[config.mk]
export PLATFORM = sky130hd
export DESIGN_NAME = lsuControl_flat
export DESIGN_NICKNAME = d
export VERILOG_FILES = /design/src/lsuOpPkg.sv /design/src/memReqIf.sv /design/src/lsuControl.sv /design/src/flat_wrapper.sv
export VERILOG_INCLUDE_DIRS = /design/src /design/src/src
export SDC_FILE = /design/constraint.sdc
export NUM_CORES = 1
export LEC_CHECK = 0
export ABC_CLOCK_PERIOD_IN_PS = 6550
export BUFFER_PORTS_ARGS = -buffer_cell sky130_fd_sc_hd__buf_2
export CAP_MARGIN = 20
export CORE_AREA = 2 2 276 278
export DETAILED_ROUTE_END_ITERATION = 10
export DIE_AREA = 0 0 278 280
export PLACE_DENSITY_LB_ADDON = 0.3
export REMOVE_ABC_BUFFERS = 1
export SYNTH_ARGS = -nofsm -noshare
export SYNTH_HDL_FRONTEND = slang
export SYNTH_SLANG_ARGS = --single-unit
[constraint.sdc]
create_clock -name clock -period 6.55 [get_ports clock]
set_input_delay 0.3275 -clock clock [delete_from_list [all_inputs] [get_ports clock]]
set_output_delay 0.3275 -clock clock [all_outputs]
set_load 0.005 [all_outputs]
[src/lsu_cfg.svh]
`ifndef LSU_CFG_SVH
`define LSU_CFG_SVH

// bus widths
`define LSU_ADDR_W 32
`define LSU_DATA_W 64
`define LSU_MASK_W (`LSU_DATA_W / 8)

// region map, scratchpad picked by addr[31:28]
`define LSU_PMEM_NIBBLE 4'h8
`define LSU_CLINT_BASE 32'h0200_0000
`define LSU_CLINT_END 32'h0200_FFFF

// timer register offsets inside the window
`define LSU_MTIMECMP_OFF 16'h4000
`define LSU_MTIME_OFF 16'hBFF8

`define LSU_SPAD_WORDS 256
`define LSU_TICK_DIV 4

`endif

[src/lsuOpPkg.sv]
package lsuOpPkg;

    // RV64 load/store func3, bit 2 marks the unsigned loads
    typedef enum logic [2:0] {
        LB  = 3'b000,
        LH  = 3'b001,
        LW  = 3'b010,
        LD  = 3'b011,
        LBU = 3'b100,
        LHU = 3'b101,
        LWU = 3'b110
    } funct3Type;

    typedef enum logic [1:0] {
        sizeByte, sizeHalf, sizeWord, sizeDouble
    } accessSizeType;

    typedef enum logic [1:0] {
        regionSpad, regionTimer, regionDevice
    } regionType;

    // size part of func3
    function automatic accessSizeType accessSize(funct3Type f3);
        return accessSizeType'(f3[1:0]);
    endfunction

    function automatic logic isUnsigned(funct3Type f3);
        return f3[2];
    endfunction

endpackage

[src/memReqIf.sv]
`timescale 1ns/1ps
`include "lsu_cfg.svh"

interface memReqIf;

    // request side, held stable by the controller until the next operation
    logic                   reqValid;
    logic                   write;
    logic [`LSU_ADDR_W-1:0] addr;
    logic [`LSU_DATA_W-1:0] wdata;
    logic [`LSU_MASK_W-1:0] wmask;

    // response side, only meaningful while respDone is high
    logic                   respDone;
    logic [`LSU_DATA_W-1:0] rdata;
    logic                   respErr;

    modport controller (
        output reqValid, write, addr, wdata, wmask,
        input  respDone, rdata, respErr
    );

    modport target (
        input  reqValid, write, addr, wdata, wmask,
        output respDone, rdata, respErr
    );

endinterface

[src/lsuControl.sv]
`timescale 1ns/1ps
`include "lsu_cfg.svh"

module lsuControl (
    input  logic                   clock,
    input  logic                   reset,
    input  logic                   exValid,
    input  logic                   exRead,
    input  logic                   exWrite,
    input  lsuOpPkg::funct3Type    exFunc3,
    input  logic [`LSU_ADDR_W-1:0] exAddr,
    input  logic [`LSU_DATA_W-1:0] exWdata,
    input  logic [`LSU_MASK_W-1:0] exWmask,
    output logic                   exReady,
    output logic                   wbValid,
    input  logic                   wbReady,
    output logic [`LSU_DATA_W-1:0] loadWord,
    output lsuOpPkg::funct3Type    loadFunc3,
    output logic [2:0]             loadOffset,
    output logic                   wbSkipRef,
    output logic                   wbFault,
    memReqIf.controller            spadBus,
    memReqIf.controller            timerBus,
    memReqIf.controller            devBus
);
    import lsuOpPkg::*;

    typedef enum logic [1:0] {ctlIdle, ctlIssue, ctlWait, ctlHold} ctlStateType;

    ctlStateType            state;
    logic                   reqPulse;
    logic                   opWrite;
    logic [`LSU_ADDR_W-1:0] opAddr;
    logic [`LSU_DATA_W-1:0] opWdata;
    logic [`LSU_MASK_W-1:0] opWmask;
    funct3Type              opFunc3;
    regionType              opRegion;
    regionType              exRegion;
    logic                   respDone;
    logic [`LSU_DATA_W-1:0] respData;
    logic                   respErr;

    // scratchpad wins over the timer window, everything else is a device
    always_comb begin
        if (exAddr[31:28] == `LSU_PMEM_NIBBLE) begin
            exRegion = regionSpad;
        end else if (exAddr >= `LSU_CLINT_BASE && exAddr <= `LSU_CLINT_END) begin
            exRegion = regionTimer;
        end else begin
            exRegion = regionDevice;
        end
    end

    always_ff @(posedge clock) begin
        if (reset) begin
            state    <= ctlIdle;
            reqPulse <= 1'b0;
        end else begin
            reqPulse <= 1'b0;
            case (state)
                ctlIdle: if (exValid) state <= ctlIssue;
                ctlIssue: begin
                    // request goes out as a registered one-cycle pulse
                    reqPulse <= 1'b1;
                    state    <= ctlWait;
                end
                ctlWait: if (respDone) state <= ctlHold;
                ctlHold: if (wbReady) state <= ctlIdle;
                default: state <= ctlIdle;
            endcase
        end
    end

    always_ff @(posedge clock) begin
        if (state == ctlIdle && exValid) begin
            opWrite   <= exWrite && !exRead;
            opAddr    <= exAddr;
            opWdata   <= exWdata;
            opWmask   <= exWmask;
            opFunc3   <= exFunc3;
            opRegion  <= exRegion;
            wbSkipRef <= exRegion == regionDevice;
        end
        if (state == ctlWait && respDone) begin
            loadWord <= respData;
            wbFault  <= respErr;
        end
    end

    // response from whichever target got the request
    always_comb begin
        case (opRegion)
            regionSpad: begin
                respDone = spadBus.respDone;
                respData = spadBus.rdata;
                respErr  = spadBus.respErr;
            end
            regionTimer: begin
                respDone = timerBus.respDone;
                respData = timerBus.rdata;
                respErr  = timerBus.respErr;
            end
            default: begin
                respDone = devBus.respDone;
                respData = devBus.rdata;
                respErr  = devBus.respErr;
            end
        endcase
    end

    assign spadBus.reqValid  = reqPulse && opRegion == regionSpad;
    assign timerBus.reqValid = reqPulse && opRegion == regionTimer;
    assign devBus.reqValid   = reqPulse && opRegion == regionDevice;

    assign spadBus.write  = opWrite;
    assign spadBus.addr   = opAddr;
    assign spadBus.wdata  = opWdata;
    assign spadBus.wmask  = opWmask;
    assign timerBus.write = opWrite;
    assign timerBus.addr  = opAddr;
    assign timerBus.wdata = opWdata;
    assign timerBus.wmask = opWmask;
    assign devBus.write   = opWrite;
    assign devBus.addr    = opAddr;
    assign devBus.wdata   = opWdata;
    assign devBus.wmask   = opWmask;

    assign exReady    = state == ctlIdle;
    assign wbValid    = state == ctlHold;
    assign loadFunc3  = opFunc3;
    assign loadOffset = opAddr[2:0];

    // only the decoded target ever sees a request
    assert property (@(posedge clock) disable iff (reset)
        $onehot0({spadBus.reqValid, timerBus.reqValid, devBus.reqValid}));

    // writeback result is held until taken
    assert property (@(posedge clock) disable iff (reset)
        wbValid && !wbReady |=> wbValid && $stable(loadWord));

endmodule

[src/flat_wrapper.sv]
// flat-port wrapper written by rule: the top's interface ports become plain ports
module lsuControl_flat import lsuOpPkg::*;
  (clock, reset, exValid, exRead, exWrite, exFunc3, exAddr, exWdata, exWmask, exReady, wbValid, wbReady, loadWord, loadFunc3, loadOffset, wbSkipRef, wbFault, spadBus_reqValid, spadBus_write, spadBus_addr, spadBus_wdata, spadBus_wmask, spadBus_respDone, spadBus_rdata, spadBus_respErr, timerBus_reqValid, timerBus_write, timerBus_addr, timerBus_wdata, timerBus_wmask, timerBus_respDone, timerBus_rdata, timerBus_respErr, devBus_reqValid, devBus_write, devBus_addr, devBus_wdata, devBus_wmask, devBus_respDone, devBus_rdata, devBus_respErr);
  memReqIf spadBus_i ();
  memReqIf timerBus_i ();
  memReqIf devBus_i ();
  input  logic clock;
  input  logic reset;
  input  logic exValid;
  input  logic exRead;
  input  logic exWrite;
  input  lsuOpPkg::funct3Type exFunc3;
  input  logic [`LSU_ADDR_W-1:0] exAddr;
  input  logic [`LSU_DATA_W-1:0] exWdata;
  input  logic [`LSU_MASK_W-1:0] exWmask;
  output logic exReady;
  output logic wbValid;
  input  logic wbReady;
  output logic [`LSU_DATA_W-1:0] loadWord;
  output lsuOpPkg::funct3Type loadFunc3;
  output logic [2:0] loadOffset;
  output logic wbSkipRef;
  output logic wbFault;
  output wire logic [$bits(spadBus_i.reqValid)-1:0] spadBus_reqValid;
  output wire logic [$bits(spadBus_i.write)-1:0] spadBus_write;
  output wire logic [$bits(spadBus_i.addr)-1:0] spadBus_addr;
  output wire logic [$bits(spadBus_i.wdata)-1:0] spadBus_wdata;
  output wire logic [$bits(spadBus_i.wmask)-1:0] spadBus_wmask;
  input wire logic [$bits(spadBus_i.respDone)-1:0] spadBus_respDone;
  input wire logic [$bits(spadBus_i.rdata)-1:0] spadBus_rdata;
  input wire logic [$bits(spadBus_i.respErr)-1:0] spadBus_respErr;
  output wire logic [$bits(timerBus_i.reqValid)-1:0] timerBus_reqValid;
  output wire logic [$bits(timerBus_i.write)-1:0] timerBus_write;
  output wire logic [$bits(timerBus_i.addr)-1:0] timerBus_addr;
  output wire logic [$bits(timerBus_i.wdata)-1:0] timerBus_wdata;
  output wire logic [$bits(timerBus_i.wmask)-1:0] timerBus_wmask;
  input wire logic [$bits(timerBus_i.respDone)-1:0] timerBus_respDone;
  input wire logic [$bits(timerBus_i.rdata)-1:0] timerBus_rdata;
  input wire logic [$bits(timerBus_i.respErr)-1:0] timerBus_respErr;
  output wire logic [$bits(devBus_i.reqValid)-1:0] devBus_reqValid;
  output wire logic [$bits(devBus_i.write)-1:0] devBus_write;
  output wire logic [$bits(devBus_i.addr)-1:0] devBus_addr;
  output wire logic [$bits(devBus_i.wdata)-1:0] devBus_wdata;
  output wire logic [$bits(devBus_i.wmask)-1:0] devBus_wmask;
  input wire logic [$bits(devBus_i.respDone)-1:0] devBus_respDone;
  input wire logic [$bits(devBus_i.rdata)-1:0] devBus_rdata;
  input wire logic [$bits(devBus_i.respErr)-1:0] devBus_respErr;
  assign spadBus_reqValid = spadBus_i.reqValid;
  assign spadBus_write = spadBus_i.write;
  assign spadBus_addr = spadBus_i.addr;
  assign spadBus_wdata = spadBus_i.wdata;
  assign spadBus_wmask = spadBus_i.wmask;
  assign spadBus_i.respDone = spadBus_respDone;
  assign spadBus_i.rdata = spadBus_rdata;
  assign spadBus_i.respErr = spadBus_respErr;
  assign timerBus_reqValid = timerBus_i.reqValid;
  assign timerBus_write = timerBus_i.write;
  assign timerBus_addr = timerBus_i.addr;
  assign timerBus_wdata = timerBus_i.wdata;
  assign timerBus_wmask = timerBus_i.wmask;
  assign timerBus_i.respDone = timerBus_respDone;
  assign timerBus_i.rdata = timerBus_rdata;
  assign timerBus_i.respErr = timerBus_respErr;
  assign devBus_reqValid = devBus_i.reqValid;
  assign devBus_write = devBus_i.write;
  assign devBus_addr = devBus_i.addr;
  assign devBus_wdata = devBus_i.wdata;
  assign devBus_wmask = devBus_i.wmask;
  assign devBus_i.respDone = devBus_respDone;
  assign devBus_i.rdata = devBus_rdata;
  assign devBus_i.respErr = devBus_respErr;
  lsuControl u_core (.clock(clock), .reset(reset), .exValid(exValid), .exRead(exRead), .exWrite(exWrite), .exFunc3(exFunc3), .exAddr(exAddr), .exWdata(exWdata), .exWmask(exWmask), .exReady(exReady), .wbValid(wbValid), .wbReady(wbReady), .loadWord(loadWord), .loadFunc3(loadFunc3), .loadOffset(loadOffset), .wbSkipRef(wbSkipRef), .wbFault(wbFault), .spadBus(spadBus_i), .timerBus(timerBus_i), .devBus(devBus_i));
endmodule
==> impl_metrics.ini, run 1 <==
[synthesis]
yosys.area.top_type = edfxtp_1
synthTopCellsByArea = edfxtp_1 62%, buf_4 19%, mux2i_1 7.9%
seq_area_frac_synth = 0.624
synthCells = 643
ys_warn_count = 0
yosysMostFrequentCell = buf_4
synth_common_cells = 218 x buf_4, 175 x edfxtp_1, 67 x mux2i_1, 67 x nand2_1, 65 x o21ai_0
avgSynthCellArea_um2 = 13.3
synth_top_area_frac = 0.617
async_flop_share = 0
netlist_area_um2 = 8520
synth_cell_types = 28
ys_seq_elements = 178
ys.flop_type = edfxtp_1
synth_edf_count = 175

[worst_hold_path]
holdPathEnd = u_core.devBus.addr[29]$_DFFE_PP_
hp-class = in2reg
worstHoldStart = exAddr[29]
worstHoldPathCells = 1

[timing]
max_freq_mhz = 390
setup_viol = 0
rsz0062_at_grt = no
fin_ws_ns = 3.98
tightest_slew_ns = 0.973
tns_ns = 0
clock_skew_ns = 0.0180
slew_headroom = 0.352
drv_slew = 0
fin_crit_sh = 0.392
hold_violations = 0
fin_crit_ns = 2.57

[place]
place.gp.congestion = 0.903
placed_cell_area_um2 = 11600
portBuffers = 702
post-place-ws_ns = 3.92
placed_cells = 2094
dp.final_hpwl_um = 35200

[route]
antenna_left = 0
dr.max_layer_used = met5
first_iter_violations = 315
drtPass1Iterations = 6
viasPerCell = 3.17
wl_per_cell_um = 19.0
wl_met1_um = 16200
route.met2.wl_um = 20800
drt_wl_total_um = 42400
wl_met3_um = 4190
drc_errors = 0
dr_total_vias = 7077

[setup_path]
reg2reg_setup_slack_ns = 3.98
endpoint_kind = flop
cp_max_fo = 49
critPathRequiredTime_ns = 6.66
reg2regPathDepth = 5
cp.arrival_ns = 2.67
reg2reg_to = u_core.loadWord[14]$_DFFE_PP_
critPathKind = reg2reg
rr_startpoint = u_core.opRegion[0]$_DFFE_PP_
startpoint_type = flop

[die]
io_pins = 703
fp.dieH_um = 280
dieArea_um2 = 77800
core_area_um2 = 75200
die_x_um = 278
core.rowCount = 101
start_util = 0.113

[cts]
path_clk_slew_ns = 0.08
postCtsSetupRepairBufs = 0
cts_made_buffers = 17
insertion_delay_ns = 0.48
cts_sinks = 178
cts_tree = done
clock_path_buffers = 2
root_buffer = clkbuf_16
cts.htree.levels = 4

[cells_and_area]
final_area_um2 = 13300
nets = 1555
layout-drive-gt1-share = 0.594
nFillCells = 8341
syn_to_final_growth_pct = 55.9
ff_latch_area_um2 = 5320
final_cells = 2234
multi_input_area_um2 = 1470

[global_routing]
grt_pass1_vias = 6966
grt_pass1_wl_um = 54300
grt_max_degree = 83
antenna_found_initial = 9
grt_usage = 0.103
grt_overflow = 0

[job]
maxCapViolCount = 0

[power]
power.leakage_nw = 5.96
ir_worst_vdd_uv = 170
power_density_nw_per_um2 = 312

[outcome]
status = finished clean
worst max path at each step:
stage                                    endpoint                    startpoint  cells after the start
finish              u_core.loadWord[14]$_DFFE_PP_  u_core.opRegion[0]$_DFFE_PP_                      5
global route        u_core.loadWord[32]$_DFFE_PP_  u_core.opRegion[1]$_DFFE_PP_                      5
CTS                                     wbSkipRef  u_core.opRegion[1]$_DFFE_PP_                      3
detailed placement   u_core.loadWord[9]$_DFFE_PP_  u_core.opRegion[0]$_DFFE_PP_                      5
global placement    u_core.loadWord[17]$_DFFE_PP_  u_core.opRegion[0]$_DFFE_PP_                      5
floorplan            u_core.loadWord[0]$_DFFE_PP_  u_core.opRegion[0]$_DFFE_PP_                      3
stage by stage:
step           power (mW)  hold slack (ns)   util
6_report             4.15           0.0741  0.177
5_1_grt              4.38           0.0299  0.177
4_1_cts              4.27          0.00702  0.177
3_5_place_dp         3.02            0.506  0.154
3_3_place_gp         3.02            0.499  0.154
2_1_floorplan        2.12            0.399      -
cells by family (layout without fill, tap and decap cells):
group / after synthesis / after routing / synth area share
other cells: 0 / 3 / 0
simple gates: 83 / 83 / 0.0426
compound gates: 71 / 71 / 0.0439
buf+inv: 240 / 850 / 0.205
mux: 67 / 67 / 0.0787
flops: 178 / 178 / 0.624
fa+ha+maj: 4 / 4 / 0.00587
final cells by class:
cell class,instances,area share
repair buffers,813,0.347
clock buffers,17,0.0320
clock inverters,15,0.0164
inverters,5,0.00141
diodes,3,0.000565
multi-input cells,225,0.110
flip-flops and latches,178,0.400
well taps,978,0.0921
report_power, final:
group / internal (mW) / switching (mW)
clock network: 0.590 / 0.555
registers: 1.58 / 0.274
logic: 0.512 / 0.641
cells in the final DEF, fill, tap and decap left out, types with 4 or more instances in the layout:
master,instances
inv_1,5
o21ai_0,65
clkinv_8,5
mux2i_1,67
ha_1,4
edfxtp_1,175
buf_2,702
buf_4,6
clkbuf_16,17
dlygate4sd3_1,105
nand2_1,67
per-layer routing:
| metal | vias up | GRT usage |
|---|---|---|
| met5 | - | 0 |
| met4 | 8 | 0.0384 |
| met3 | 45 | 0.0441 |
| met2 | 471 | 0.176 |
| met1 | 3306 | 0.114 |
| li1 | 3247 | - |
worst max-delay path, stage by stage, from the launching register on:
cell and delay, ns:
edfxtp_1 0.34, buf_4 0.49, mux2i_1 0.20, nand2_1 0.12, o211a_4 0.36, buf_4 0.58
flip-flops by register name, summed over array words and instances, names as in the netlist:
name	count
u_core.devBus.wdata	64
u_core.loadWord	64
u_core.devBus.addr	32
u_core.devBus.wmask	8
u_core.loadFunc3	3
u_core.opRegion	2
u_core.state	2
u_core.devBus.write	1
u_core.reqPulse	1
u_core.wbFault	1
what timing repair did:
action                     in CTS  in global routing
setup endpoints to repair       0                  0
gates resized for setup         0                  0
hold endpoints to repair      105                  0
hold buffers                  105                  0
Power figures use the tool's default switching activity.
==> run 2, diff against run 1 <==
--- a/config.mk
+++ b/config.mk
@@ -6,12 +6,12 @@
 export SDC_FILE = /design/constraint.sdc
 export NUM_CORES = 1
 export LEC_CHECK = 0
-export ABC_CLOCK_PERIOD_IN_PS = 6550
+export ABC_CLOCK_PERIOD_IN_PS = 2100
 export BUFFER_PORTS_ARGS = -buffer_cell sky130_fd_sc_hd__buf_2
 export CAP_MARGIN = 20
-export CORE_AREA = 2 2 276 278
+export CORE_AREA = 2 2 273 275
 export DETAILED_ROUTE_END_ITERATION = 10
-export DIE_AREA = 0 0 278 280
+export DIE_AREA = 0 0 275 277
 export PLACE_DENSITY_LB_ADDON = 0.3
 export REMOVE_ABC_BUFFERS = 1
 export SYNTH_ARGS = -nofsm -noshare
==> constraint.sdc (replaced) <==
create_clock -name clock -period 2.1 [get_ports clock]
set_input_delay 0.105 -clock clock [delete_from_list [all_inputs] [get_ports clock]]
set_output_delay 0.105 -clock clock [all_outputs]
set_load 0.005 [all_outputs]
==> run 2 against run 1 <==
  * Routed wire length grew 1.7%
  * Non-clock buffer count up 136
  * Clock skew up 0.0066 ns
  * Core utilization grew 2.2 points
  * Sequential share of layout area decreased by 3.7 points
  * Design area is 10% higher
  * Worst hold slack got worse by 0.034 ns
  * Die area down 2.1%
  * Final cell count rose by 5.6%
==> impl_metrics.ini, run 2 (same netlist as run 1, synthesis figures left out) <==
[outcome]
status = finished clean

[route]
drtPass1Iterations = 4
antenna_left = 0
viasPerCell = 3.21
dr_total_vias = 7583
first_iter_violations = 448
wl_per_cell_um = 18.3
drc_errors = 0
drt_wl_total_um = 43100

[cells_and_area]
nets = 1691
final_cell_mix = 702 x buf_2, 227 x dlygate4sd3_1, 175 x edfxtp_1, 67 x mux2i_1, 67 x nand2_1
layout_commonest_cell = buf_2
layout-drive-gt1-share = 0.546
final_area_um2 = 14600
syn_to_final_growth_pct = 71.7

[setup_path]
cp.arrival_ns = 2.21
critPathKind = reg2reg
critical-path-slowest-cell = dlygate4sd3_1
startpoint_type = flop
endpoint_kind = flop
critPathRequiredTime_ns = 2.31
max_stage_delay_ns = 0.57
cp_cell_sequence = buf_12, buf_8, mux2i_1, o21ai_0, dlygate4sd3_1
cp_max_fo = 29

[die]
fp.dieH_um = 277
core_area_um2 = 73600
io_pins = 703
core.rowCount = 100
start_util = 0.116
die_x_um = 275
dieArea_um2 = 76200

[global_routing]
grt_max_degree = 114
grt_usage = 0.105
grt_overflow = 0
antenna_found_initial = 5
grt_pass1_wl_um = 54800
grt_pass1_vias = 7520

[cts]
path_clk_slew_ns = 0.09
cts.htree.levels = 4
cts_made_buffers = 17
insertion_delay_ns = 0.48
cts_sinks = 178
cts_tree = done
root_buffer = clkbuf_16
clock_path_buffers = 2

[power]
power.leakage_nw = 6.56
power_density_nw_per_um2 = 898
ir_worst_vdd_uv = 511

[timing]
clock_skew_ns = 0.0246
setup_viol = 0
hold_ws_ns = 0.0400
fin_crit_ns = 2.00
max_freq_mhz = 501
drv_slew = 0
tightest_slew_ns = 0.503
rsz0062_at_grt = no
fin_crit_sh = 0.951
hold_violations = 0
slew_headroom = 0.655

[place]
dp.final_hpwl_um = 35400
portBuffers = 702
placed_cell_area_um2 = 11700
place.gp.congestion = 0.899

[job]
maxCapViolCount = 0

[worst_hold_path]
hp-class = in2reg
## run 2: final timing paths
| kind | endpoint | depth (start not counted) | from | slack (ns) |
|---|---|---|---|---|
| min reg2reg | u_core.state[1]$_SDFFE_PP0P_ | 2 | u_core.state[1]$_SDFFE_PP0P_ | 0.54 |
| max | u_core.loadWord[43]$_DFFE_PP_ | 5 | u_core.opRegion[0]$_DFFE_PP_ | 0.10 |
| max reg2reg | u_core.loadWord[43]$_DFFE_PP_ | 5 | u_core.opRegion[0]$_DFFE_PP_ | 0.10 |
| min | u_core.loadWord[25]$_DFFE_PP_ | 3 | devBus_rdata[25] | 0.04 |
## run 2: layer usage
metal  part of all wire  vias up  global-route usage  routed length, um
met1               0.38     3545               0.113              16200
met3              0.085       42              0.0301               3640
met5            0.00030        -                   0                 13
met2               0.52      480               0.195              22200
met4              0.023        2              0.0374               1010
li1                   -     3514                   -                  -
## run 2: timing repair
item	in CTS	in global routing
setup buffers	0	1
hold endpoints to repair	176	0
endpoints found under the setup margin	0	38
resized for setup	0	4
hold buffers	227	0
## run 2: power by group
part	internal [mW]	switching [mW]
registers	4.89	0.846
clock network	1.62	1.74
logic	1.98	2.06
## run 2: critical path, delay by kind of cell, from the launching register on
kind	cells	cell delay (ns)
buffers and inverters	3	1.01
flip-flops	1	0.39
multiplexers	1	0.23
AO/OA/AOI/OAI	1	0.08
## run 2: area by class of cell
class / count / area [um2]
Clock buffer: 17 / 425
Multi-Input combinational cell: 225 / 1470
Sequential cell: 178 / 5320
Timing Repair Buffer: 949 / 6010
Inverter: 5 / 18.8
Tap cell: 969 / 1210
Clock inverter: 15 / 175
Antenna cell: 2 / 5.00
Fill cell: 8068 / 58900
## run 2: through the flow
stage                     utilization  instances  setup slack (ns)  setup TNS [ns]  power (mW)
final                           0.199       2360             0.103               0        13.1
after CTS                       0.198       2356            0.0199               0        13.4
after detailed placement        0.159       2097             0.154               0        9.52
after floorplan                     -        408             -2.42         -390.07        6.60
after global routing            0.199       2358           0.00706               0        13.9
after global placement          0.159       2097             0.182               0        9.51
